### src/source/eu_types_pkg.sv
// Event unit data widths, payload types and core limits
package eu_types_pkg;

   // Bus and payload types
   typedef logic [31:0] word_t;    // One bus data word
   typedef logic [63:0] line_t;    // Mask or buffer of one core, {high, low}
   typedef logic [7:0]  irq_id_t;  // Encoded interrupt id

   // Largest core count the address map can hold
   localparam int MAX_CORES = 8;

   // Id returned when no interrupt is pending
   localparam irq_id_t IRQ_ID_NONE = 8'hFF;

   // Barrier trigger plus three general purpose lines
   localparam int NUM_INT_EVENTS = 4;

endpackage

### src/source/eu_regmap_pkg.sv
// Event unit address map with field positions, group codes and word offsets
package eu_regmap_pkg;

   // ****************************************
   // Address fields
   // ****************************************
   localparam int IRQ_BIT   = 9;
   localparam int EVENT_BIT = 8;
   localparam int OFF_HI    = 7;  // Word offset, upper bit
   localparam int OFF_LO    = 2;  // Word offset, lower bit

   // Group taken from {IRQ_BIT, EVENT_BIT}
   typedef enum logic [1:0]
   {
      GRP_NONE  = 2'b00,  // Former body-bias group, acknowledged only
      GRP_EVENT = 2'b01,
      GRP_IRQ   = 2'b10,
      GRP_CTRL  = 2'b11
   } eu_group_e;

   // ****************************************
   // Event and interrupt groups
   // ****************************************
   localparam logic [5:0] MASK_LOW_BASE  = 6'd0;   // Plus core index
   localparam logic [5:0] MASK_HIGH_BASE = 6'd8;
   localparam logic [5:0] BUF_LOW_BASE   = 6'd16;
   localparam logic [5:0] BUF_HIGH_BASE  = 6'd24;

   // ****************************************
   // Control group
   // ****************************************
   localparam logic [5:0] CORE_CLKGATE      = 6'd2;
   localparam logic [5:0] EMERG_EVENT_SET   = 6'd3;
   localparam logic [5:0] EMERG_IRQ_SET     = 6'd4;
   localparam logic [5:0] EMERG_IRQ_CLEAR   = 6'd5;
   localparam logic [5:0] EMERG_EVENT_CLEAR = 6'd6;
   localparam logic [5:0] INT_EVENT_BASE    = 6'd8;   // Barrier trigger, then GP 0 to 2
   localparam logic [5:0] IDLE_CNT_CLEAR    = 6'd12;
   localparam logic [5:0] IDLE_CNT_START    = 6'd13;
   localparam logic [5:0] IRQ_ID_BASE       = 6'd16;  // Plus core index, read only
   localparam logic [5:0] IDLE_CNT_BASE     = 6'd24;  // Plus core index, read only

endpackage

### src/source/eu_bus_fsm.sv
// Peripheral bus FSM with group decode and one-cycle registered read response
`timescale 1ns/100ps

module eu_bus_fsm
   import eu_types_pkg::*;
   import eu_regmap_pkg::*;
#(
   parameter int ID_W = 5
)
(
   input  logic            clk_i,
   input  logic            rst_ni,
   input  logic            req_i,
   input  word_t           add_i,
   input  logic            wen_i,        // 1 read, 0 write
   input  logic [ID_W-1:0] id_i,
   input  word_t           ev_rdata_i,
   input  word_t           irq_rdata_i,
   input  word_t           ctrl_rdata_i,
   output logic            gnt_o,
   output logic [5:0]      offset_o,
   output logic            ev_we_o,
   output logic            irq_we_o,
   output logic            ctrl_we_o,
   output logic            r_valid_o,
   output word_t           r_rdata_o,
   output logic [ID_W-1:0] r_id_o
);

   typedef enum logic {IDLE, RESP} state_e;

   state_e          state_q;
   state_e          state_d;
   eu_group_e       grp;
   logic            wr;
   word_t           rdata_d;
   word_t           rdata_q;
   logic [ID_W-1:0] id_q;

   assign gnt_o    = req_i;  // Always accepted
   assign grp      = eu_group_e'({add_i[IRQ_BIT], add_i[EVENT_BIT]});
   assign offset_o = add_i[OFF_HI:OFF_LO];
   assign wr       = req_i & ~wen_i;

   assign ev_we_o   = wr & (grp == GRP_EVENT);
   assign irq_we_o  = wr & (grp == GRP_IRQ);
   assign ctrl_we_o = wr & (grp == GRP_CTRL);

   // Read word to capture, zero on writes
   always_comb
   begin
      rdata_d = '0;
      if (req_i && wen_i)
      begin
         case (grp)
            GRP_EVENT: rdata_d = ev_rdata_i;
            GRP_IRQ:   rdata_d = irq_rdata_i;
            GRP_CTRL:  rdata_d = ctrl_rdata_i;
            default:   rdata_d = '0;  // Old body-bias group reads zero
         endcase
      end
   end

   // RESP holds as long as requests keep coming
   assign state_d = req_i ? RESP : IDLE;

   always_ff @(posedge clk_i, negedge rst_ni)
   begin
      if (!rst_ni)
         state_q <= IDLE;
      else
         state_q <= state_d;
   end

   always_ff @(posedge clk_i)
   begin
      if (req_i)
      begin
         id_q    <= id_i;
         rdata_q <= rdata_d;
      end
   end

   assign r_valid_o = (state_q == RESP);
   assign r_rdata_o = rdata_q;
   assign r_id_o    = id_q;

   a_resp_follows_req: assert property (@(posedge clk_i) disable iff (!rst_ni)
      r_valid_o == $past(req_i));

endmodule

### config.mk
export PLATFORM = sky130hd
export DESIGN_NAME = eu_bus_fsm
export DESIGN_NICKNAME = d
export VERILOG_FILES = /design/src/source/eu_types_pkg.sv /design/src/source/eu_regmap_pkg.sv /design/src/source/eu_bus_fsm.sv
export SDC_FILE = /design/constraint.sdc
export NUM_CORES = 1
export LEC_CHECK = 0
export BUFFER_PORTS_ARGS = -buffer_cell sky130_fd_sc_hd__buf_2
export CORE_ASPECT_RATIO = 1.25
export CORE_MARGIN = 3
export CORE_UTILIZATION = 40
export DETAILED_ROUTE_END_ITERATION = 10
export PLACE_DENSITY = 0.8
export SYNTH_ARGS = -nofsm -noshare
export SYNTH_HDL_FRONTEND = slang
export SYNTH_SLANG_ARGS = --single-unit
### constraint.sdc
create_clock -name clk_i -period 1.35 [get_ports clk_i]
set_input_delay 0.27 -clock clk_i [delete_from_list [all_inputs] [get_ports clk_i]]
set_output_delay 0.27 -clock clk_i [all_outputs]
set_load 0.05 [all_outputs]
== Yosys cells after proc, flatten, opt, wreduce, memory -nomap -nowiden ==
Index checks and enable logic that the tools add are counted.
Operators by class
  eq/ne operators: 3
  mux-type cells: 2
  bitwise operators: 5
  reductions and logical operators: 1
Operator list (number)
  $pmux 32 s3: 1
  $and 1x1->1: 4
  $eq 2x2->1 const B: 2
  $eq 2x1->1 const B: 1
  $logic_and 1x1->1: 1
  $mux 1: 1
  $not 1->1: 1
Storage, ports and cells
  register bits after elaboration: 38
  bits of input ports: 137
  output and inout bits: 48
  logic and storage cells: 14

== Longest topological paths before layout ==
Gate-level depths: netlist (run 1).
  depth after elaboration: 3
  gate-level depth with buffers: 5
  gate-level depth less buffers: 2

== Worst setup path after synthesis (run 1) ==
OpenSTA, ideal clock, no wires.
  kind: input-to-output
  from: input port add_i[8]
  to: output port irq_we_o
  data arrival time: 2.105 ns
  required time: 1.080 ns
  slack: -1.025 ns
  stages: 3
  buffers on the path: 2
  cells stage by stage: buf_4 > buf_6 > nor4bb_1
Between the ends
  longest elaborated chain between the ends: 2
RTL lines
  start, declared: line eu_bus_fsm.sv:14  | input word_t add_i,
  $eq 2x2->1: line eu_bus_fsm.sv:46  | assign irq_we_o = wr & (grp == GRP_IRQ);
  $and 1x1->1: line eu_bus_fsm.sv:46
  end, declared: line eu_bus_fsm.sv:23  | output logic irq_we_o,
Every way passes these cells.

== Worst setup path after layout (run 1) ==
  from: input port req_i
  to: output port irq_we_o
Between the ends
  longest elaborated chain between the ends: 2
RTL lines
  start, declared: line eu_bus_fsm.sv:13  | input logic req_i,
  $and 1x1->1: line eu_bus_fsm.sv:43  | assign wr = req_i & ~wen_i;
  $and 1x1->1: line eu_bus_fsm.sv:46
Every way passes these cells.

==> results by group, run 1 <==
Outcome
  – Status: finished clean

Pwr
  – LEAKAGE: around 1.4 nW
  – Sw Ratio: 0.295
  – Sequential power share: 0.396
  – Internal Pwr Total: 2.50 mW
  – Pwr dens: 1070 nW/um^2
  – Comb pwr share: 0.267
  – Clock network power share: 0.337
  – Net Sw Power: 1.05 mW
  – Max VDD drop: between 0.0005 and 0.0006 V

Floorplanning
  – Die Width: 75.1 um
  – # IOs: 185
  – Total Die Area: 6940 um^2
  – Die height: roughly 90 um
  – Rows: 30
  – Starting Density: 0.427
  – CORE AREA: between 5000 and 6000 um^2

Worst setup path
  – CP Capture Type: output port
  – WP data required: 1.08 ns
  – CP Max Fanout: 5
  – Worst path cell trace: buf_2 -> nor4bb_4 -> buf_2
  – Largest stage delay, worst path: 0.29 ns
  – Kind of critical path: input port to output port
  – Crit path buf inv count: 2
  – Most common cell on crit path: buf_2
  – CP startpoint kind: input port
  – CP max-delay cell: buf_2
  – Worst Path Arrival: 1.01 ns
  – Top Family by Delay on Critical Path: buffers and inverters
  – Critical Path Stages: 3

Layout
  – Area Overhead vs Synth: 39.1%
  – Fin nets: about 440
  – Cell area after layout: 3320 um^2
  – Post-Layout Cell Count: roughly 370
  – N_diodes: 0
  – Share of cells above drive strength 1: 0.748

Drt
  – DR pass1 iterations: 3
  – Initial drt markers: 53
  – WL final: 5.91 mm
  – Drt drc: 0
  – Final ANT Viol Nets: 0
  – Vias per inst: 5.18
  – Routed WL per cell: about 16 um
  – Total number of vias: approximately 1,900

Yosys
  – Distinct cells, synth: 16
  – Adder-cell share of the synthesized area: 0
  – Yosys Warn Count: 0
  – Synth Area in Compound Gates: 0.280
  – Post-synthesis cell area: 2390 um^2
  – Post-synthesis mux area share: 0.134
  – Post-Syn Nets: 301
  – Synth Area per Inst: 14.6 um^2
  – #FFs+latches synth: 38
  – Main combinational cell family by area after synthesis: compound AO/OA/AOI/OAI gates
  – Simple-Gate Fraction of Synth Area: 0.0136
  – Top cell type's share of synthesized area: 0.465
  – Yosys top cell by area: edfxtp_1
  – Sequential fraction of the synthesis area: 0.476
  – Syn Inst Count: 164
  – Synth Area in XOR/XNOR: 0
  – Most area-consuming cells after synthesis: edfxtp_1 (47%), a211oi_2 (16%), mux2i_1 (13%)

Placed design
  – Cells after DPL: 360
  – DP Area: 3170 um^2
  – Gpl congestion: 0.762
  – Post-DP HPWL: 4.64 mm
  – IO buf count: 148

STA
  – Worst-margin pin slew: 0.221 ns
  – Final count of pins violating max slew: 0
  – Slew margin rel.: 0.849
  – Final setup fails: 0
  – Max Fclk: 783 MHz
  – Worst hold slack: roughly 0.16 ns
  – Fin crit share: 0.946
  – Final-report hold violation count: 0
  – Post-route setup TNS: 0 ns
  – RSZ-0062 raised after global routing: no
  – Minimum clock period after layout: 1.28 ns

Flow run
  – Max capacitance violation total: 0

Global route
  – Congestion Overflow GR: 0
  – Met2 Use GR: 0.323
  – Global-route met3 utilization: 0.0391
  – Grt met1 use: 0.163
  – Largest net degree at the start of global routing: 37
  – Number of global-route vias before repair: between 1,500 and 2,000
  – Total Routing Usage GR: 0.169
  – Antenna violations before repair: 1
  – First-pass GRT wire length: approximately 9.0 mm
  – Gr busiest metal: met2

Clock tree
  – CTS H-tree depth: 2
  – CTS tree: built
  – Worst-path clk slew: 0.07 ns
  – Gates resized, CTS repair: 0
  – CTS Sinks: 38
  – Clk Tree Root Cell: clkbuf_8
  – TritonCTS buffer count: 5
  – CTS Buffer Depth: 2

Min path
  – HP Class: input port to flip-flop
  – Hold Crit Depth: 1
  – Hold endpoint: r_id_o[2]$_DFFE_PP_
  – Worst hold start: id_i[2]
routing by layer:
| layer | vias up | part of all wire | wire, um |
|---|---|---|---|
| li1 | 920 | - | - |
| met1 | 888 | 0.34 | 2000 |
| met2 | 79 | 0.56 | 3340 |
| met3 | 21 | 0.062 | 367 |
| met4 | 2 | 0.033 | 194 |
| met5 | - | 0.0022 | 13 |
cell type report:
cell class	instances	area, um^2
Sequential cell	38	1140
Tap cell	64	80.1
Timing Repair Buffer	159	918
Multi-Input combinational cell	100	1050
Clock inverter	2	60.1
Clock buffer	6	82.6
Fill cell	476	2270
kinds of logic after synthesis:
group	after synthesis
mux	32
flops	38
buf+inv	26
simple gates	3
compound gates	65
cells in the final DEF (no fill, tap or decap):
master / Yosys / routed
and4bb_2: 1 / 1
dlygate4sd3_1: 0 / 1
clkbuf_8: 0 / 6
bufinv_16: 0 / 2
edfxtp_1: 37 / 37
dfrtp_1: 1 / 1
nor4bb_4: 0 / 1
and4b_2: 0 / 1
buf_2: 8 / 146
buf_4: 11 / 5
o211ai_4: 0 / 1
a21oi_2: 28 / 28
a21oi_1: 4 / 4
a211oi_1: 2 / 2
mux2i_1: 32 / 32
buf_12: 3 / 7
a211oi_2: 30 / 30
metrics by stage:
step,setup slack (ns),util,power (mW)
after floorplan,-0.101,-,2.12
after global placement,0.0208,0.567,2.36
after detailed placement,-0.0117,0.567,2.39
after CTS,0.0503,0.594,3.59
after global routing,0.0203,0.594,3.70
final,0.0731,0.594,3.55
worst max path at each step:
stage               startpoint                           to  slack (ns)
global route             req_i                     irq_we_o        0.02
CTS                      req_i                     irq_we_o        0.05
global placement      add_i[8]  r_rdata_o[29]$_SDFFCE_PN0P_        0.02
detailed placement    add_i[8]  r_rdata_o[30]$_SDFFCE_PN0P_       -0.01
floorplan             add_i[8]                     irq_we_o       -0.10
finish                   req_i                     irq_we_o        0.07
power groups by stage:
stage / registers (mW) / logic (mW) / clock network, mW
3_5_place_dp: 1.43 / 0.954 / 0
4_1_cts: 1.41 / 0.957 / 1.23
5_1_grt: 1.41 / 1.01 / 1.28
6_report: 1.40 / 0.946 / 1.20
3_3_place_gp: 1.43 / 0.936 / 0
2_1_floorplan: 1.74 / 0.376 / 0
timing repair:
action / 4_1_cts / 5_1_grt
hold endpoints to repair: 1 / 0
buffers inserted: 0 / 0
endpoints found under the setup margin: 0 / 0
hold buffers: 1 / 0
flip-flops by register name, indices dropped and copies added (netlist names):
| register | flops |
|---|---|
| r_valid_o | 1 |
| r_rdata_o | 32 |
| r_id_o | 5 |
cells in the mapped netlist (all sizes together):
| library cell | n |
|---|---|
| edfxtp | 37 |
| a211oi | 32 |
| buf | 26 |
| and4bb | 1 |
| and4b | 1 |
| a21oi | 32 |
| dfrtp | 1 |
| nor4bb | 1 |
| o211ai | 1 |
| mux2i | 32 |
Note: power is estimated with default switching activity, not from simulation.
==> inputs of run 2 (changes only) <==
REMOVE_ABC_BUFFERS = 1   (was default)
==> results by group, run 2 (synthesis results as in run 1) <==
Clock tree
  – Worst-path clk slew: 0.08 ns
  – TritonCTS buffer count: 5
  – Hold Buf Count CTS: 1
  – CTS tree: built
  – Number of buffers added for setup after CTS: 0
  – CTS Buffer Depth: 2
  – CTS Sinks: 38
  – CTS H-tree depth: 2
  – Gates resized, CTS repair: 0
  – Clk Tree Root Cell: clkbuf_8

Floorplanning
  – Die Width: roughly 75 um
  – Total Die Area: between 6000 and 7000 um^2
  – Rows: 30
  – CORE AREA: 5590 um^2
  – # IOs: 185
  – Starting Density: 0.427
  – Die height: 92.4 um

Worst setup path
  – Kind of critical path: input port to output port
  – CP Max Fanout: 10
  – Worst path cell trace: buf_4 -> nor4bb_1 -> buf_2
  – Crit path buf inv count: 2
  – Top Family by Delay on Critical Path: buffers and inverters
  – WP data required: between 1 and 1.5 ns
  – Worst Path Arrival: ~1.0 ns
  – Crit. Startpoint: add_i[8]
  – Largest stage delay, worst path: 0.31 ns
  – CP Capture Type: output port
  – CP startpoint kind: input port
  – CP max-delay cell: buf_2

Layout
  – Area Overhead vs Synth: 40.3%
  – Final core occ: 0.599
  – Most common cell after layout, fill and taps aside: buf_2
  – Share of cells above drive strength 1: 0.745
  – Commonest non-fill, non-tap cells in the layout: buf_2 (146), edfxtp_1 (37), mux2i_1 (32)
  – Max reg flops: 32
  – N_diodes: 0
  – Fin nets: 450

STA
  – Worst hold slack: approximately 0.16 ns
  – Final count of pins violating max slew: 0
  – Worst-margin pin slew: 0.277 ns
  – Fin crit share: 0.963
  – Slew margin rel.: 0.815
  – Max Fclk: 770 MHz
  – Final setup fails: 0
  – RSZ-0062 raised after global routing: no
  – Final-report hold violation count: 0
  – Minimum clock period after layout: 1.30 ns

Drt
  – Drt drc: 0
  – DR pass1 iterations: 4
  – WL final: about 6.2 mm
  – Initial drt markers: 101
  – Routed WL per cell: 16.5 um
  – Final ANT Viol Nets: 0
  – Total number of vias: 1,953
  – Vias per inst: 5.17

Global route
  – Antenna violations before repair: 0
  – Number of global-route vias before repair: 1,982
  – Largest net degree at the start of global routing: 37
  – Congestion Overflow GR: 0
  – Total Routing Usage GR: 0.176
  – First-pass GRT wire length: 9.18 mm

Pwr
  – Pwr dens: 1040 nW/um^2
  – LEAKAGE: 1.47 nW
  – Design Power: 3.49 mW
  – Max VDD drop: 0.000475 V

Outcome
  – Status: finished clean

Placed design
  – IO buf count: 148
  – Gpl congestion: 0.739
  – Post-DP HPWL: 4.94 mm

Flow run
  – Max capacitance violation total: 0

Min path
  – HP Class: input port to flip-flop
  – Worst hold start: id_i[2]
==> run 2: cell count changes in the layout (fill, tap and decap cells not counted), sizes merged <==
cell,before,now
clkbuf,6,5
buf,158,167
clkinv,0,1
==> run 2: report_power, final <==
part	total, mW	internal, mW	switching, mW
Sequential	1.40	1.39	0.0186
Combinational	0.958	0.334	0.624
Clock	1.13	0.731	0.399
Total	3.49	2.45	1.04
==> run 2: cell type report <==
| type | count | area (um^2) |
|---|---|---|
| clock buffers | 5 | 68.8 |
| repair buffers | 168 | 973 |
| flip-flops and latches | 38 | 1140 |
| clock inverters | 3 | 63.8 |
| fillers | 468 | 2240 |
| well taps | 64 | 80.1 |
| multi-input cells | 100 | 1030 |
==> run 2: routing by layer <==
layer  share of wire  global-route usage  routed length [um]  up-vias
li1                -                   -                   -      943
met1            0.36               0.177                2230      897
met2            0.52               0.318                3240      109
met3            0.12              0.0738                 734        4
met4          0.0070              0.0519                  44        0
met5               0                   0                   0        -
==> run 2: final timing paths <==
check | endpoint | slack [ns] | cells after the start
max | irq_we_o | 0.05 | 3
min | r_id_o[2]$_DFFE_PP_ | 0.16 | 1
max in group asynchronous | r_valid_o$_DFF_PN0_ | 0.98 | 2
min in group asynchronous | r_valid_o$_DFF_PN0_ | 0.29 | 2
==> run 2: per-stage QoR <==
| stage | area [um^2] | setup slack [ns] | TNS [ns] | std cells |
|---|---|---|---|---|
| final | 3350 | 0.0506 | 0 | 378 |
| after global routing | 3350 | 0.0314 | 0 | 378 |
| after CTS | 3350 | 0.0464 | 0 | 378 |
| after detailed placement | 3210 | -0.00835 | -0.00835 | 369 |
| after global placement | 3210 | 0.0286 | 0 | 369 |
| after floorplan | 2160 | -0.723 | -14.99 | 138 |
==> inputs of run 3 (changes only) <==
PLACE_DENSITY = 0.81   (was 0.8)
==> results by group, run 3 (synthesis results as in run 1) <==
Layout
  – Max reg flops: 32
  – Area Overhead vs Synth: 39.7%
  – Fillers: 487
  – Fin nets: 448
  – Post-Layout Cell Count: 376
  – Commonest non-fill, non-tap cells in the layout: buf_2 (144), edfxtp_1 (37), mux2i_1 (32)
  – Share of cells above drive strength 1: 0.750
  – Most common cell after layout, fill and taps aside: buf_2
  – N_diodes: 0

Clock tree
  – TritonCTS buffer count: 5
  – Worst-path clk slew: 0.08 ns
  – CTS tree: built
  – CTS Buffer Depth: 2
  – CTS Sinks: 38
  – CTS H-tree depth: 2
  – Clk Tree Root Cell: clkbuf_8

Placed design
  – IO buf count: between 100 and 150
  – Post-DP HPWL: 4.94 mm
  – Gpl congestion: 0.718
  – Dpl ws: -0.0435 ns
  – Cells after DPL: ~370

STA
  – Final setup margin: 0.0283 ns
  – Minimum clock period after layout: 1.32 ns
  – RSZ-0062 raised after global routing: yes
  – Max Fclk: 757 MHz
  – Worst-margin pin slew: roughly 0.3 ns
  – Final setup fails: 0
  – Final-report hold violation count: 0
  – Slew margin rel.: 0.800
  – Final count of pins violating max slew: 0
  – Fin crit share: 0.979

Worst setup path
  – WP data required: roughly 1.1 ns
  – CP Capture Type: output port
  – Worst Path Arrival: roughly 1.1 ns
  – Crit. Startpoint: req_i
  – CP Max Fanout: 24
  – CP startpoint kind: input port
  – Kind of critical path: input port to output port

Drt
  – Vias per inst: 5.16
  – WL final: ~6.2 mm
  – DR pass1 iterations: 4
  – Initial drt markers: 49
  – Routed WL per cell: 16.5 um
  – Final ANT Viol Nets: 0
  – Drt drc: 0
  – Total number of vias: a little under 2,000

Global route
  – Largest net degree at the start of global routing: 39
  – Total Routing Usage GR: 0.173
  – Congestion Overflow GR: 0
  – Number of global-route vias before repair: 1,886
  – Antenna violations before repair: 1
  – First-pass GRT wire length: between 9 and 10 mm

Floorplanning
  – Starting Density: 0.427
  – # IOs: 185
  – Die height: 92.4 um
  – CORE AREA: 5590 um^2
  – Rows: 30
  – Total Die Area: 6940 um^2
  – Die Width: approximately 75 um

Pwr
  – Design Power: 3.52 mW
  – Pwr dens: about 1100 nW/um^2
  – Max VDD drop: 0.000484 V
  – LEAKAGE: 1.46 nW

Outcome
  – Status: finished clean

Min path
  – Worst hold start: id_i[4]
  – HP Class: input port to flip-flop

Flow run
  – Max capacitance violation total: 0
-- run 3: repair_timing --
item | 4_1_cts | 5_1_grt
endpoints found under the hold margin | 1 | 0
pin swaps | 0 | 0
gates resized for setup | 2 | 2
hold buffers | 1 | 0
buffers inserted | 0 | 0
setup endpoints to repair | 1 | 2
-- run 3: layout make-up --
type / count / area (um^2) / area share
timing repair buffer: 166 / 938 / 0.281
multi-input combinational: 100 / 1040 / 0.313
clock inverter: 3 / 68.8 / 0.0206
clock buffer: 5 / 68.8 / 0.0206
sequential: 38 / 1140 / 0.340
tap: 64 / 80.1 / 0.0240
-- run 3: worst paths after layout --
| check | slack, ns | end | depth (start not counted) |
|---|---|---|---|
| setup / recovery | 0.03 | gnt_o | 3 |
| max in group asynchronous | 0.99 | r_valid_o$_DFF_PN0_ | 2 |
| hold / removal | 0.15 | r_id_o[4]$_DFFE_PP_ | 1 |
| min in group asynchronous | 0.27 | r_valid_o$_DFF_PN0_ | 2 |
-- run 3: critical path, cell delays in order --
cell      delay (ns)
buf_2           0.15
buf_4           0.32
clkbuf_4        0.31
-- run 3: layer usage --
metal | vias up | global-route usage | share of wire | wire, um
met2 | 114 | 0.308 | 0.50 | 3090
met4 | 2 | 0.0564 | 0.017 | 107
met3 | 10 | 0.0749 | 0.12 | 755
li1 | 938 | - | - | -
met1 | 877 | 0.177 | 0.36 | 2240
met5 | - | 0 | 0.0021 | 13
-- run 3: where the power goes --
part	leakage, nW	internal (mW)	switching, mW	total [mW]
logic	1.03	0.326	0.624	0.950
clock network	0.0683	0.740	0.418	1.16
registers	0.366	1.39	0.0208	1.41
total	1.46	2.45	1.06	3.52
-- run 3: per-stage QoR --
step / hold WS (ns) / utilization / cell area (um^2) / TNS, ns
after floorplan: -0.0256 / - / 2160 / -14.99
after global placement: 0.0450 / 0.567 / 3170 / 0
after detailed placement: 0.0475 / 0.567 / 3170 / -0.0603
after CTS: 0.140 / 0.595 / 3330 / 0
after global routing: 0.126 / 0.597 / 3340 / -0.00563
final: 0.150 / 0.597 / 3340 / 0
