## config.mk

```make
export PLATFORM = sky130hd
export DESIGN_NAME = eu_core_ctrl
export DESIGN_NICKNAME = d
export VERILOG_FILES = /design/src/source/eu_types_pkg.sv /design/src/source/eu_regmap_pkg.sv /design/src/source/eu_core_ctrl.sv
export SDC_FILE = /design/constraint.sdc
export NUM_CORES = 1
export LEC_CHECK = 0
export BUFFER_PORTS_ARGS = -buffer_cell sky130_fd_sc_hd__buf_4
export CAP_MARGIN = 10
export CORE_AREA = 2 2 116 118
export CTS_CLUSTER_DIAMETER = 200
export DETAILED_ROUTE_END_ITERATION = 10
export DIE_AREA = 0 0 118 120
export PLACE_DENSITY_LB_ADDON = 0.2
export SYNTH_ARGS = -nofsm -noshare
export SYNTH_HDL_FRONTEND = slang
export SYNTH_SLANG_ARGS = --single-unit
```

## constraint.sdc

```tcl
create_clock -name clk_i -period 1.4 [get_ports clk_i]
set_input_delay 0.14 -clock clk_i [delete_from_list [all_inputs] [get_ports clk_i]]
set_output_delay 0.14 -clock clk_i [all_outputs]
set_load 0.01 [all_outputs]
```

## src/source/eu_types_pkg.sv

```systemverilog
// Event unit data widths, payload types and core limits
package eu_types_pkg;

   // Bus and payload types
   typedef logic [31:0] word_t;    // One bus data word
   typedef logic [63:0] line_t;    // Mask or buffer of one core, {high, low}
   typedef logic [7:0]  irq_id_t;  // Encoded interrupt id

   // Largest core count the address map can hold
   localparam int MAX_CORES = 8;

   // Id returned when no interrupt is pending
   localparam irq_id_t IRQ_ID_NONE = 8'hFF;

   // Barrier trigger plus three general purpose lines
   localparam int NUM_INT_EVENTS = 4;

endpackage

```

## src/source/eu_regmap_pkg.sv

```systemverilog
// Event unit address map with field positions, group codes and word offsets
package eu_regmap_pkg;

   // ****************************************
   // Address fields
   // ****************************************
   localparam int IRQ_BIT   = 9;
   localparam int EVENT_BIT = 8;
   localparam int OFF_HI    = 7;  // Word offset, upper bit
   localparam int OFF_LO    = 2;  // Word offset, lower bit

   // Group taken from {IRQ_BIT, EVENT_BIT}
   typedef enum logic [1:0]
   {
      GRP_NONE  = 2'b00,  // Former body-bias group, acknowledged only
      GRP_EVENT = 2'b01,
      GRP_IRQ   = 2'b10,
      GRP_CTRL  = 2'b11
   } eu_group_e;

   // ****************************************
   // Event and interrupt groups
   // ****************************************
   localparam logic [5:0] MASK_LOW_BASE  = 6'd0;   // Plus core index
   localparam logic [5:0] MASK_HIGH_BASE = 6'd8;
   localparam logic [5:0] BUF_LOW_BASE   = 6'd16;
   localparam logic [5:0] BUF_HIGH_BASE  = 6'd24;

   // ****************************************
   // Control group
   // ****************************************
   localparam logic [5:0] CORE_CLKGATE      = 6'd2;
   localparam logic [5:0] EMERG_EVENT_SET   = 6'd3;
   localparam logic [5:0] EMERG_IRQ_SET     = 6'd4;
   localparam logic [5:0] EMERG_IRQ_CLEAR   = 6'd5;
   localparam logic [5:0] EMERG_EVENT_CLEAR = 6'd6;
   localparam logic [5:0] INT_EVENT_BASE    = 6'd8;   // Barrier trigger, then GP 0 to 2
   localparam logic [5:0] IDLE_CNT_CLEAR    = 6'd12;
   localparam logic [5:0] IDLE_CNT_START    = 6'd13;
   localparam logic [5:0] IRQ_ID_BASE       = 6'd16;  // Plus core index, read only
   localparam logic [5:0] IDLE_CNT_BASE     = 6'd24;  // Plus core index, read only

endpackage

```

## src/source/eu_core_ctrl.sv

```systemverilog
// Control group with clock stop, sleep status, emergency and internal event strobes
`timescale 1ns/100ps

module eu_core_ctrl
   import eu_types_pkg::*;
   import eu_regmap_pkg::*;
#(
   parameter int NUM_CORES = 4
)
(
   input  logic                                     clk_i,
   input  logic                                     rst_ni,
   input  logic [5:0]                               offset_i,
   input  logic                                     we_i,
   input  word_t                                    wdata_i,
   input  logic [NUM_CORES-1:0]                     event_detect_i,
   input  logic [NUM_CORES-1:0]                     emerg_event_status_i,
   input  logic [NUM_CORES-1:0]                     emerg_irq_status_i,
   input  irq_id_t [NUM_CORES-1:0]                  irq_id_i,
   input  word_t [NUM_CORES-1:0]                    idle_cnt_i,
   output logic [NUM_CORES-1:0]                     clk_stop_o,
   output logic [NUM_CORES-1:0]                     core_sleep_o,
   output logic [NUM_CORES-1:0]                     emerg_event_o,
   output logic [NUM_CORES-1:0]                     emerg_irq_o,
   output logic [NUM_CORES-1:0]                     emerg_event_clear_o,
   output logic [NUM_CORES-1:0]                     emerg_irq_clear_o,
   output logic [NUM_INT_EVENTS-1:0][NUM_CORES-1:0] int_event_o,
   output logic [NUM_CORES-1:0]                     cnt_clear_o,
   output logic                                     cnt_start_we_o,
   output logic [NUM_CORES-1:0]                     cnt_start_o,
   output word_t                                    rdata_o
);

   localparam int CORE_W = $clog2(MAX_CORES);

   logic [CORE_W-1:0]    core_sel;  // Core index carried in wdata
   logic [NUM_CORES-1:0] sleep_q;

   assign core_sel = wdata_i[CORE_W-1:0];

   // ****************************************
   // Write decode
   // ****************************************
   always_comb
   begin
      clk_stop_o          = '0;
      emerg_event_o       = '0;
      emerg_irq_o         = '0;
      emerg_event_clear_o = '0;
      emerg_irq_clear_o   = '0;
      int_event_o         = '0;
      cnt_clear_o         = '0;
      cnt_start_we_o      = 1'b0;
      cnt_start_o         = '0;

      if (we_i)
      begin
         case (offset_i)
            CORE_CLKGATE:
               for (int i = 0; i < NUM_CORES; i++)
                  clk_stop_o[i] = (core_sel == CORE_W'(i));
            EMERG_EVENT_SET:   emerg_event_o       = wdata_i[NUM_CORES-1:0];
            EMERG_IRQ_SET:     emerg_irq_o         = wdata_i[NUM_CORES-1:0];
            EMERG_IRQ_CLEAR:   emerg_irq_clear_o   = wdata_i[NUM_CORES-1:0];
            EMERG_EVENT_CLEAR: emerg_event_clear_o = wdata_i[NUM_CORES-1:0];
            IDLE_CNT_CLEAR:
               for (int i = 0; i < NUM_CORES; i++)
                  cnt_clear_o[i] = (core_sel == CORE_W'(i));
            IDLE_CNT_START:
            begin
               cnt_start_we_o = 1'b1;
               cnt_start_o    = wdata_i[NUM_CORES-1:0];  // Enable mask
            end
            default:
               for (int e = 0; e < NUM_INT_EVENTS; e++)
                  if (offset_i == INT_EVENT_BASE + 6'(e))
                     int_event_o[e] = wdata_i[NUM_CORES-1:0];
         endcase
      end
   end

   // Sleep status, event detect wins over a new stop
   always_ff @(posedge clk_i, negedge rst_ni)
   begin
      if (!rst_ni)
         sleep_q <= '0;
      else
         sleep_q <= (sleep_q | clk_stop_o) & ~event_detect_i;
   end

   assign core_sleep_o = sleep_q;

   // ****************************************
   // Read word
   // ****************************************
   always_comb
   begin
      rdata_o = '0;
      case (offset_i)
         CORE_CLKGATE:    rdata_o[NUM_CORES-1:0] = sleep_q;
         EMERG_EVENT_SET: rdata_o[NUM_CORES-1:0] = emerg_event_status_i;
         EMERG_IRQ_SET:   rdata_o[NUM_CORES-1:0] = emerg_irq_status_i;
         default:
            for (int i = 0; i < NUM_CORES; i++)
            begin
               if (offset_i == IRQ_ID_BASE + 6'(i))
                  rdata_o[7:0] = irq_id_i[i];
               else if (offset_i == IDLE_CNT_BASE + 6'(i))
                  rdata_o = idle_cnt_i[i];
            end
      endcase
   end

   a_clk_stop_onehot: assert property (@(posedge clk_i) disable iff (!rst_ni)
      $onehot0(clk_stop_o));

endmodule

```

---- Yosys cells after proc, flatten, opt, wreduce, memory -nomap -nowiden ----
Index checks and enable logic that the tools add are counted.
word-level totals
  ROM bits ................................ 0
  bits in latches ......................... 0
  flip-flop bits (word level) ............. 4
  memories kept ........................... 0
  logic and storage cells ................. 70
  RAM bits ................................ 0
  output and inout bits ................... 81
operators by class
  reductions and logical operators ........ 3
  $lt $le $gt $ge ......................... 0
  eq/ne operators ......................... 22
  muxes and demuxes ....................... 41
  bitwise operators ....................... 3
  add/sub/neg operators ................... 0
  div/mod/pow operators ................... 0
  $mul .................................... 0
  shift operators ......................... 0
operator list
  cell                                                                    count
  32-bit 2-to-1 mux                                                       8
  24-bit 2-to-1 mux                                                       5
  4-bit 2-to-1 mux                                                        18
  6-bit by 5-bit equality test with 1-bit output (second input constant)  8
  6-bit by 4-bit equality test with 1-bit output (second input constant)  6
  16-bit 2-to-1 mux                                                       2
  8-bit 2-to-1 mux                                                        4
  28-bit 2-to-1 mux                                                       1
  6-bit by 3-bit equality test with 1-bit output (second input constant)  3
  6-bit by 2-bit equality test with 1-bit output (second input constant)  2
  4-bit one-hot mux with 3 select lines                                   1
  7-bit OR reduction                                                      1
  3-bit by 2-bit equality test with 1-bit output (second input constant)  2
  4-bit bitwise AND                                                       1
  4-bit inverter                                                          1
  4-bit OR                                                                1
  3-bit by 1-bit equality test with 1-bit output (second input constant)  1
  3-bit logical NOT                                                       1
  3-bit OR reduction                                                      1
  1-bit 2-to-1 mux                                                        2

---- Longest topological paths before layout ----
Gate-level depths: netlist of run 1.
  word-level depth ........................ 15
  depth in mapped cells ................... 7
  depth with buffers taken out ............ 4

---- Worst setup path after synthesis of run 1 ----
Ideal clock, no wire load.
  path kind ............................... input-to-output
  from .................................... input port offset_i[5]
  to ...................................... output port rdata_o[7]
  required time ........................... 1.260 ns
  buffers on the path ..................... 1
  arrival ................................. 1.401 ns
  stages on the path ...................... 5
  path slack .............................. -0.141 ns
  cell sequence ........................... buf_6 > nor4b_4 > o21ai_1 > o31a_1 > nor4_1
on the way
  cells in the longest elaborated chain, start to end .. 14
  elaborated cells on any way between the ends .. 25
ends and longest elaborated chain
  what                                            RTL line             RTL
  start: declaration                              eu_core_ctrl.sv:13   input logic [5:0] offset_i,
  6-bit by 5-bit equality test with 1-bit output  eu_core_ctrl.sv:108  else if (offset_i == IDLE_CNT_BASE + 6'(i))
  32-bit 2-to-1 mux                               eu_core_ctrl.sv:108
  8-bit 2-to-1 mux                                eu_core_ctrl.sv:106  if (offset_i == IRQ_ID_BASE + 6'(i))
  32-bit 2-to-1 mux                               eu_core_ctrl.sv:108
  32-bit 2-to-1 mux                               eu_core_ctrl.sv:106
  32-bit 2-to-1 mux                               eu_core_ctrl.sv:99   case (offset_i)
  8-bit 2-to-1 mux                                eu_core_ctrl.sv:106
  32-bit 2-to-1 mux                               eu_core_ctrl.sv:108
  32-bit 2-to-1 mux                               eu_core_ctrl.sv:106
  32-bit 2-to-1 mux                               eu_core_ctrl.sv:99
  8-bit 2-to-1 mux                                eu_core_ctrl.sv:106
  32-bit 2-to-1 mux                               eu_core_ctrl.sv:108
  8-bit 2-to-1 mux                                eu_core_ctrl.sv:106
  28-bit 2-to-1 mux (*)                           eu_core_ctrl.sv:99
  end: declaration                                eu_core_ctrl.sv:31   output word_t rdata_o
Mark *: on every way between the ends. The rest lies on a longest branch, timed or not. The select of a mux whose other input is x is not followed.

---- Worst setup path in the final report of run 1 ----
  from .................................... input port offset_i[2]
  to ...................................... output port rdata_o[5]
Same word-level chain as after synthesis.

==> run summary, run 1 <==
The run finished, with violations left. The final reports fail on setup timing. The average footprint of a synthesized cell is 7.94 um2.

The instance count after placement with tap cells included is 725. The number of sinks handled by clock tree synthesis is 4. The leakage dissipation came out at 0.00248 uW. The slew at the pin closest to its max-slew limit came out at 342 ps. The normalized max-slew margin is 77.0%. The top-level port count is 294. The worst hold slack is 70.0 ps. STA classifies the critical path startpoint as a primary input. The cell class contributing the biggest share of worst-path delay is simple AND/OR/NAND/NOR gates. The worst setup path is captured at a primary output. For this run, the number of Yosys warnings is 0. Setup repair after global routing could not meet its margin everywhere. TritonCTS built the clock tree. Among all flip-flop cells after synthesis, the most frequent one is sky130_fd_sc_hd__dfrtp_1. Using the TritonRoute via totals, the vias-per-cell ratio works out to 4.56. The worst path in the final design needs a cycle of 1560 ps, including I/O delays and setup.

The max capacitance violation total came out at 0. The number of port buffers is 265. Yosys attributes the largest share of cell area to sky130_fd_sc_hd__mux4_2 (25%), sky130_fd_sc_hd__nor2_1 (9.3%), sky130_fd_sc_hd__nor2b_1 (7.9%). The number of buffers and inverters on the critical path is 2. The number of buffers created by CTS is 3. The starting density of the core came out at 16.5%. The final global-route overflow total is 0. The fraction of registers with async set or reset after synthesis came out at 100%. The total negative slack for setup checks came out at -1480 ps.

The number of setup violations in the final report came out at 22. The upper clock frequency limit came out at 640 MHz. The number of slew-limit violations in the final report is 0.

The worst-case clock skew is 0 ps. The total iterations of the first detailed-routing run came out at 4. Synthesis inferred 4 register bits. The die outline height is 120 um.

The first global-routing pass estimated 18,700 um of wire. Clock latency on the worst-skew pair, taken at its later pin, is 220 ps. The critical path in this run is classified as in2out. The post-layout net count is 782.

The maximum level of the CTS H-tree is 1. The routed layout has 3,387 vias. The register area share after synthesis is 4.67%. The cell sitting at the root of the clock tree is a sky130_fd_sc_hd__clkbuf_16. The flip-flop count of the largest register after layout is 4. The final instance count without filler cells is 743. The maximum net fanout on the critical path is 5.

The synthesized netlist net count came out at 483. The worst-case vdd ir drop came out at 0.608 mV. The floorplan has 42 rows. The number of DRC violations after detailed routing came out at 0.

The die covers 14,200 um2. STA puts the critical path data arrival time at 1420 ps. In this run, distinct cell masters in the synthesized netlist total 43.

The area fraction of the dominant cell type after synthesis is 25.2%. The initial antenna violation count was 0. After synthesis the cells add up to 2140 um2. The tightest min-delay check is of the in2reg type. The total wirelength of the detailed-routed design is 12,600 um. The worst setup slack after layout came out at -162 ps. The share of the cycle needed by the critical path after routing came out at 112%. The congestion estimate from routability-driven global placement came to 0.883. The mean routed wirelength per cell came out at 17.0 um.

The via count of the first global-routing pass came to 3,500. The slowest stage of the critical path belongs to the cell sky130_fd_sc_hd__or4b_4. The final HPWL from detailed placement is 10,300 um. The count of antenna-violating nets left after detailed routing came out at 0. The x dimension of the die came out at 118 um. The region available for standard cell placement spans 13,000 um2.

The synthesized instance count is 270. The clock transition at the registers of the reported paths is 30 ps. The combined global-route utilization of all metal layers came out at 16.2%. The critical path goes through buf_8 -> or4b_4 -> or2_4 -> nor2_4 -> nor4_4 -> buf_4.

The synthesized design contains 0 enable-type register cells. The worst endpoint required time is 1260 ps. The placed cell area came out at 4640 um2.

The post-route netlist has 75.1% of its cells at a drive strength greater than 1. The worst-case clock buffer depth is 2. The stage delay of the slowest cell on the critical path is 570 ps.

After the first detailed-routing iteration, the DRC count stood at 149. The final count of hold timing violations is 0. Total power for the finished layout comes to 1720 uW. The total power divided by cell area came out at 318 nW/um2.

The repair_antennas step left the layout with diodes totalling 0. The leading area contributor after synthesis is sky130_fd_sc_hd__mux4_2. The number of filler instances in the final layout came out at 1,298. Entering global routing, the biggest net connects 22 pins.

The growth of design area from synthesis to finish came out at 153%. The finished cells cover 5410 um2.
## cells in the mapped netlist, drive strengths merged, types with 4 or more instances
master and count:
o31a 4, clkbuf 8, o21ai 4, nor2 53, a21o 4, and2 6
dfrtp 4, inv 5, mux2i 9, nor3 8, nor4b 4, mux4 24
o21bai 4, mux2 8, nand2 19, buf 17, o22a 4, nor4 10
a32oi 8, o221ai 4, a22oi 4, nor2b 27, nand3 14
## cells by family (layout without fill, tap and decap cells)
logic type             Yosys count  count (layout)  synth area share [%]
AO/OA/AOI/OAI                   42              42                  15.6
buffers and inverters           30             327                  7.71
flip-flops                       4               4                  4.67
multiplexers                    41              41                  33.6
AND/OR/NAND/NOR                153             153                  38.4
## through the flow
stage,setup slack [ps],utilization [%]
6_report,-162,41.7
5_1_grt,-200,41.7
4_1_cts,-201,39.0
3_5_place_dp,-246,35.8
3_3_place_gp,-297,35.8
2_1_floorplan,11.2,-
## final timing paths
path                                         from               to  slack [ps]  cells after the start
worst max-delay path                  offset_i[2]       rdata_o[5]        -160                      6
worst min-delay path            event_detect_i[3]  core_sleep_o[3]          70                      2
worst max register to register    core_sleep_o[0]  core_sleep_o[0]         640                      1
worst min register to register    core_sleep_o[3]  core_sleep_o[3]         560                      2
max in group asynchronous                  rst_ni  core_sleep_o[3]        1050                      2
min in group asynchronous                  rst_ni  core_sleep_o[0]         250                      2
## layer usage
| metal | vias up | GRT usage [%] | part of all wire, % |
|---|---|---|---|
| li1 | 1617 | - | - |
| met1 | 1617 | 18.9 | 39 |
| met2 | 143 | 31.0 | 54 |
| met3 | 10 | 3.42 | 6.6 |
| met4 | 0 | 1.96 | 0.61 |
| met5 | - | 0 | 0 |
## cells in the final DEF, fill, tap and decap left out, types with 3 or more instances in the layout
cell type | netlist | final
sky130_fd_sc_hd__a21o_1 | 4 | 4
sky130_fd_sc_hd__a22oi_2 | 0 | 4
sky130_fd_sc_hd__a32oi_1 | 8 | 5
sky130_fd_sc_hd__a32oi_2 | 0 | 3
sky130_fd_sc_hd__and2_1 | 6 | 4
sky130_fd_sc_hd__buf_12 | 0 | 5
sky130_fd_sc_hd__buf_4 | 6 | 281
sky130_fd_sc_hd__buf_6 | 3 | 24
sky130_fd_sc_hd__buf_8 | 0 | 3
sky130_fd_sc_hd__clkbuf_16 | 0 | 5
sky130_fd_sc_hd__dfrtp_1 | 4 | 4
sky130_fd_sc_hd__inv_1 | 5 | 5
sky130_fd_sc_hd__mux2_2 | 6 | 6
sky130_fd_sc_hd__mux2i_1 | 9 | 9
sky130_fd_sc_hd__mux4_2 | 24 | 24
sky130_fd_sc_hd__nand2_1 | 19 | 14
sky130_fd_sc_hd__nand2_4 | 0 | 3
sky130_fd_sc_hd__nand3_1 | 14 | 8
sky130_fd_sc_hd__nand3_4 | 0 | 6
sky130_fd_sc_hd__nor2_1 | 53 | 31
sky130_fd_sc_hd__nor2_2 | 0 | 14
sky130_fd_sc_hd__nor2_4 | 0 | 8
sky130_fd_sc_hd__nor2b_1 | 27 | 22
sky130_fd_sc_hd__nor2b_4 | 0 | 4
sky130_fd_sc_hd__nor3_1 | 8 | 6
sky130_fd_sc_hd__nor4_2 | 0 | 3
sky130_fd_sc_hd__nor4_4 | 1 | 7
sky130_fd_sc_hd__o21ai_1 | 4 | 4
sky130_fd_sc_hd__o21ba_2 | 3 | 3
sky130_fd_sc_hd__o21bai_1 | 4 | 4
sky130_fd_sc_hd__o221ai_1 | 4 | 4
sky130_fd_sc_hd__o22a_1 | 4 | 4
sky130_fd_sc_hd__o31a_1 | 4 | 4
## timing repair
item / CTS / global route
buffers inserted: 7 / 5
hold buffers: 1 / 0
setup endpoints to repair: 74 / 74
cloned: 2 / 2
hold endpoints to repair: 4 / 0
gates resized for setup: 50 / 62
pin swaps: 28 / 27
## final cells by class
type	instances	area, um2	share of cell area, %
Multi-Input combinational cell	236	2330	43.0
Inverter	5	18.8	0.347
Sequential cell	4	100	1.85
Timing Repair Buffer	319	2670	49.4
Clock buffer	3	75.1	1.39
Tap cell	176	220	4.07
## report_power, final
part / internal (uW) / switching, uW / leakage (uW) / total (uW)
clock network: 365 / 77.5 / 0.0000370 / 442
logic: 749 / 416 / 0.00238 / 1160
registers: 117 / 0.164 / 0.0000559 / 117
total: 1230 / 493 / 0.00248 / 1720
No activity file was read; power rests on OpenSTA's default activity.
==> run 2: changes to the inputs <==
--- a/config.mk
+++ b/config.mk
@@ -7,10 +7,10 @@
 export LEC_CHECK = 0
 export BUFFER_PORTS_ARGS = -buffer_cell sky130_fd_sc_hd__buf_4
 export CAP_MARGIN = 10
-export CORE_AREA = 2 2 116 118
+export CORE_AREA = 2 2 113 115
 export CTS_CLUSTER_DIAMETER = 200
 export DETAILED_ROUTE_END_ITERATION = 10
-export DIE_AREA = 0 0 118 120
+export DIE_AREA = 0 0 115 117
 export PLACE_DENSITY_LB_ADDON = 0.2
 export SYNTH_ARGS = -nofsm -noshare
 export SYNTH_HDL_FRONTEND = slang
==> constraint.sdc (replaced) <==
create_clock -name clk_i -period 1.6 [get_ports clk_i]
set_input_delay 0.16 -clock clk_i [delete_from_list [all_inputs] [get_ports clk_i]]
set_output_delay 0.16 -clock clk_i [all_outputs]
set_load 0.01 [all_outputs]
==> run 2 against run 1 <==
Sequential power shrank 13%. Clock skew unchanged. Non-clock buffer count fell by 20. Routed wire length down 7.2%. Final area shrank 12%. The flow still finishes with violations (setup timing). Via count fell by 4.1%. Sequential share of layout area up 0.26 points. Total power decreased by 20%.
==> run summary, run 2 (synthesized netlist as in run 1, its figures left out) <==
The core box area is 12,300 um2. The amount of wire on met2 after detailed routing came out at 6220 um. Summing all placed instances gives a cell area of 4410 um2. The average via count per standard cell is 4.66.

The top routing layer in use is met4. The final antenna diode count came out at 0. The flow ran to the end, but the final reports show violations. The total negative slack for setup checks is -25.7 ps. TritonCTS built the clock tree. The worst-case clock buffer depth came out at 2. The normalized max-slew margin is 73.1%. The die outline height is 117 um. The worst setup path is launched from a primary input. The via count of the first global-routing pass came out at 3,105. The commonest non-fill, non-tap cell in the layout is sky130_fd_sc_hd__buf_4.

In the layout the commonest cells are sky130_fd_sc_hd__buf_4 (282), sky130_fd_sc_hd__nor2_1 (48), sky130_fd_sc_hd__nor2b_1 (25), sky130_fd_sc_hd__mux4_2 (24), sky130_fd_sc_hd__nand2_1 (18). The flip-flop count of the largest register after layout came out at 4. The number of setup violations in the final report is 4.

Summing all multi-input logic gate instances after layout gives 2010 um2. The final standard cell area without fillers came out at 4750 um2. The post-place setup slack is -191 ps. The total iterations of the first detailed-routing run came out at 4. Setup repair after global routing could not meet its margin everywhere. The final count of hold timing violations came out at 0. The floorplan step defined a die boundary enclosing 13,500 um2. The total power divided by cell area came out at 290 nW/um2. The library cell contributing the largest single delay on the critical path is sky130_fd_sc_hd__or4b_4. At the end of routability-driven placement, the weighted congestion stood at 0.839.

The number of clock buffers added by TritonCTS is 3. The worst-case vdd ir drop came out at 0.533 mV. The number of sinks handled by clock tree synthesis is 4. The length of routed wiring on met1 came out at 4750 um. The top-level port count is 294. The tree is rooted in a sky130_fd_sc_hd__clkbuf_16. The number of port buffers came out at 265.

The post-route core utilization came out at 38.6%. The depth of the worst register-to-register path came out at 2. The starting density of the core is 17.4%. The largest single stage delay on the critical path is 570 ps. Detailed placement finished with a half-perimeter wire length of 9870 um. In the finished design, the share of the clock period the worst path needs comes to 101%. For hold timing, the worst endpoint is core_sleep_o[3]. The checks that failed: setup timing. In this run the register-to-register setup slack is 870 ps.

The post-layout net count is 762. For this run, the total global-route usage over all layers was measured as 15.1%. The wire length of the first global-routing pass came out at 16,100 um.

The standard-cell row count came out at 41. The worst-case clock skew is 0 ps. The setup path with the least slack is of type in2out. The slew at the pin closest to its max-slew limit is 400 ps. The number of DRC violations after detailed routing came out at 0.

The number of DRC violations after detailed-routing iteration 0 came out at 148. The critical path arrival came out at 1450 ps. The endpoint of the worst register-to-register path is core_sleep_o[3]. The maximum net fanout on the critical path came out at 5. For this block, the routed nets add up to 11,700 um of wire. Timing would allow up to 621 MHz. Summed over all cells, the static leakage comes to 0.00222 uW. The worst-skew pair later-pin latency came out at 220 ps. In this run the critical register-to-register path is launched from core_sleep_o[3]. In the final layout, flip-flops and latches occupy 100 um2. The number of slew-limit violations in the final report is 0. In this run the most critical hold path is launched from event_detect_i[3]. The post-route minimum period came out at 1610 ps.

In this run the worst hold path is classified as in2reg. Entering global routing, the biggest net connects 34 pins. Traced cell by cell, the critical path runs through buf_12 -> or4b_4 -> or2_4 -> nor2_4 -> nor4_2 -> buf_4.

Across all setup checks in the final design, the least slack found is -10.0 ps. From left edge to right edge, the die measures 115 um. The clock transition at the registers of the reported paths came out at 30 ps. The worst setup path is captured at a primary output. The growth of design area from synthesis to finish is 121%. Summed over all nets, wire length on met3 after detailed routing comes to 695 um.

The hold path depth is 2. The number of filler instances in the final layout came out at 1,284. The mean routed wirelength per cell is 16.8 um. The max capacitance violation total is 0. The worst endpoint required time is 1440 ps. The maximum level of the CTS H-tree is 1. The routed via count is 3,248.

The initial antenna violation count is 0. The design draws 1380 uW. The share of layout cells above drive strength 1 is 67.5%. The final global-route overflow total came out at 0. Once detail routing completed, the nets flagged for antenna violations numbered 0.
## run 2: timing repair
action                                  CTS  global route
pin swaps                                12            10
resized for setup                        20            30
hold buffers                              1             0
endpoints found under the hold margin     4             0
buffers inserted                          0             2
endpoints found under the setup margin   14            57
gates cloned                              0             1
## run 2: how the worst max path moves through the flow
stage,to,from,cells after the start
6_report,rdata_o[5],offset_i[2],6
5_1_grt,rdata_o[2],offset_i[2],8
4_1_cts,rdata_o[5],offset_i[2],6
3_5_place_dp,rdata_o[4],offset_i[1],7
3_3_place_gp,rdata_o[4],offset_i[1],7
2_1_floorplan,rdata_o[7],offset_i[5],5
## run 2: worst max-delay path, delay by kind of cell
kind                   cells  cell delay [ps]
and+or+nand+nor            4             1030
buffers and inverters      2              270
## run 2: stage by stage
stage          hold slack [ps]  cells
2_1_floorplan             -136    270
3_3_place_gp             -41.6    690
3_5_place_dp             -41.7    690
4_1_cts                   82.9    694
5_1_grt                   90.2    697
6_report                  84.8    697
## run 2: layer usage
metal	vias to the layer above	global-route usage, %
li1	1571	-
met1	1530	18.5
met2	141	29.4
met3	6	1.39
met4	0	2.09
met5	-	0
## run 2: final cells by class
class / instances / share of cell area [%]
flip-flops and latches: 4 / 2.11
multi-input cells: 236 / 42.4
inverters: 5 / 0.395
clock buffers: 3 / 1.58
well taps: 150 / 3.95
repair buffers: 299 / 49.5
## run 2: power breakdown
group / internal, uW / total (uW) / leakage, uW / switching [uW]
logic: 573 / 889 / 0.00213 / 316
clock network: 319 / 385 / 0.0000370 / 66.2
registers: 102 / 102 / 0.0000559 / 0.112
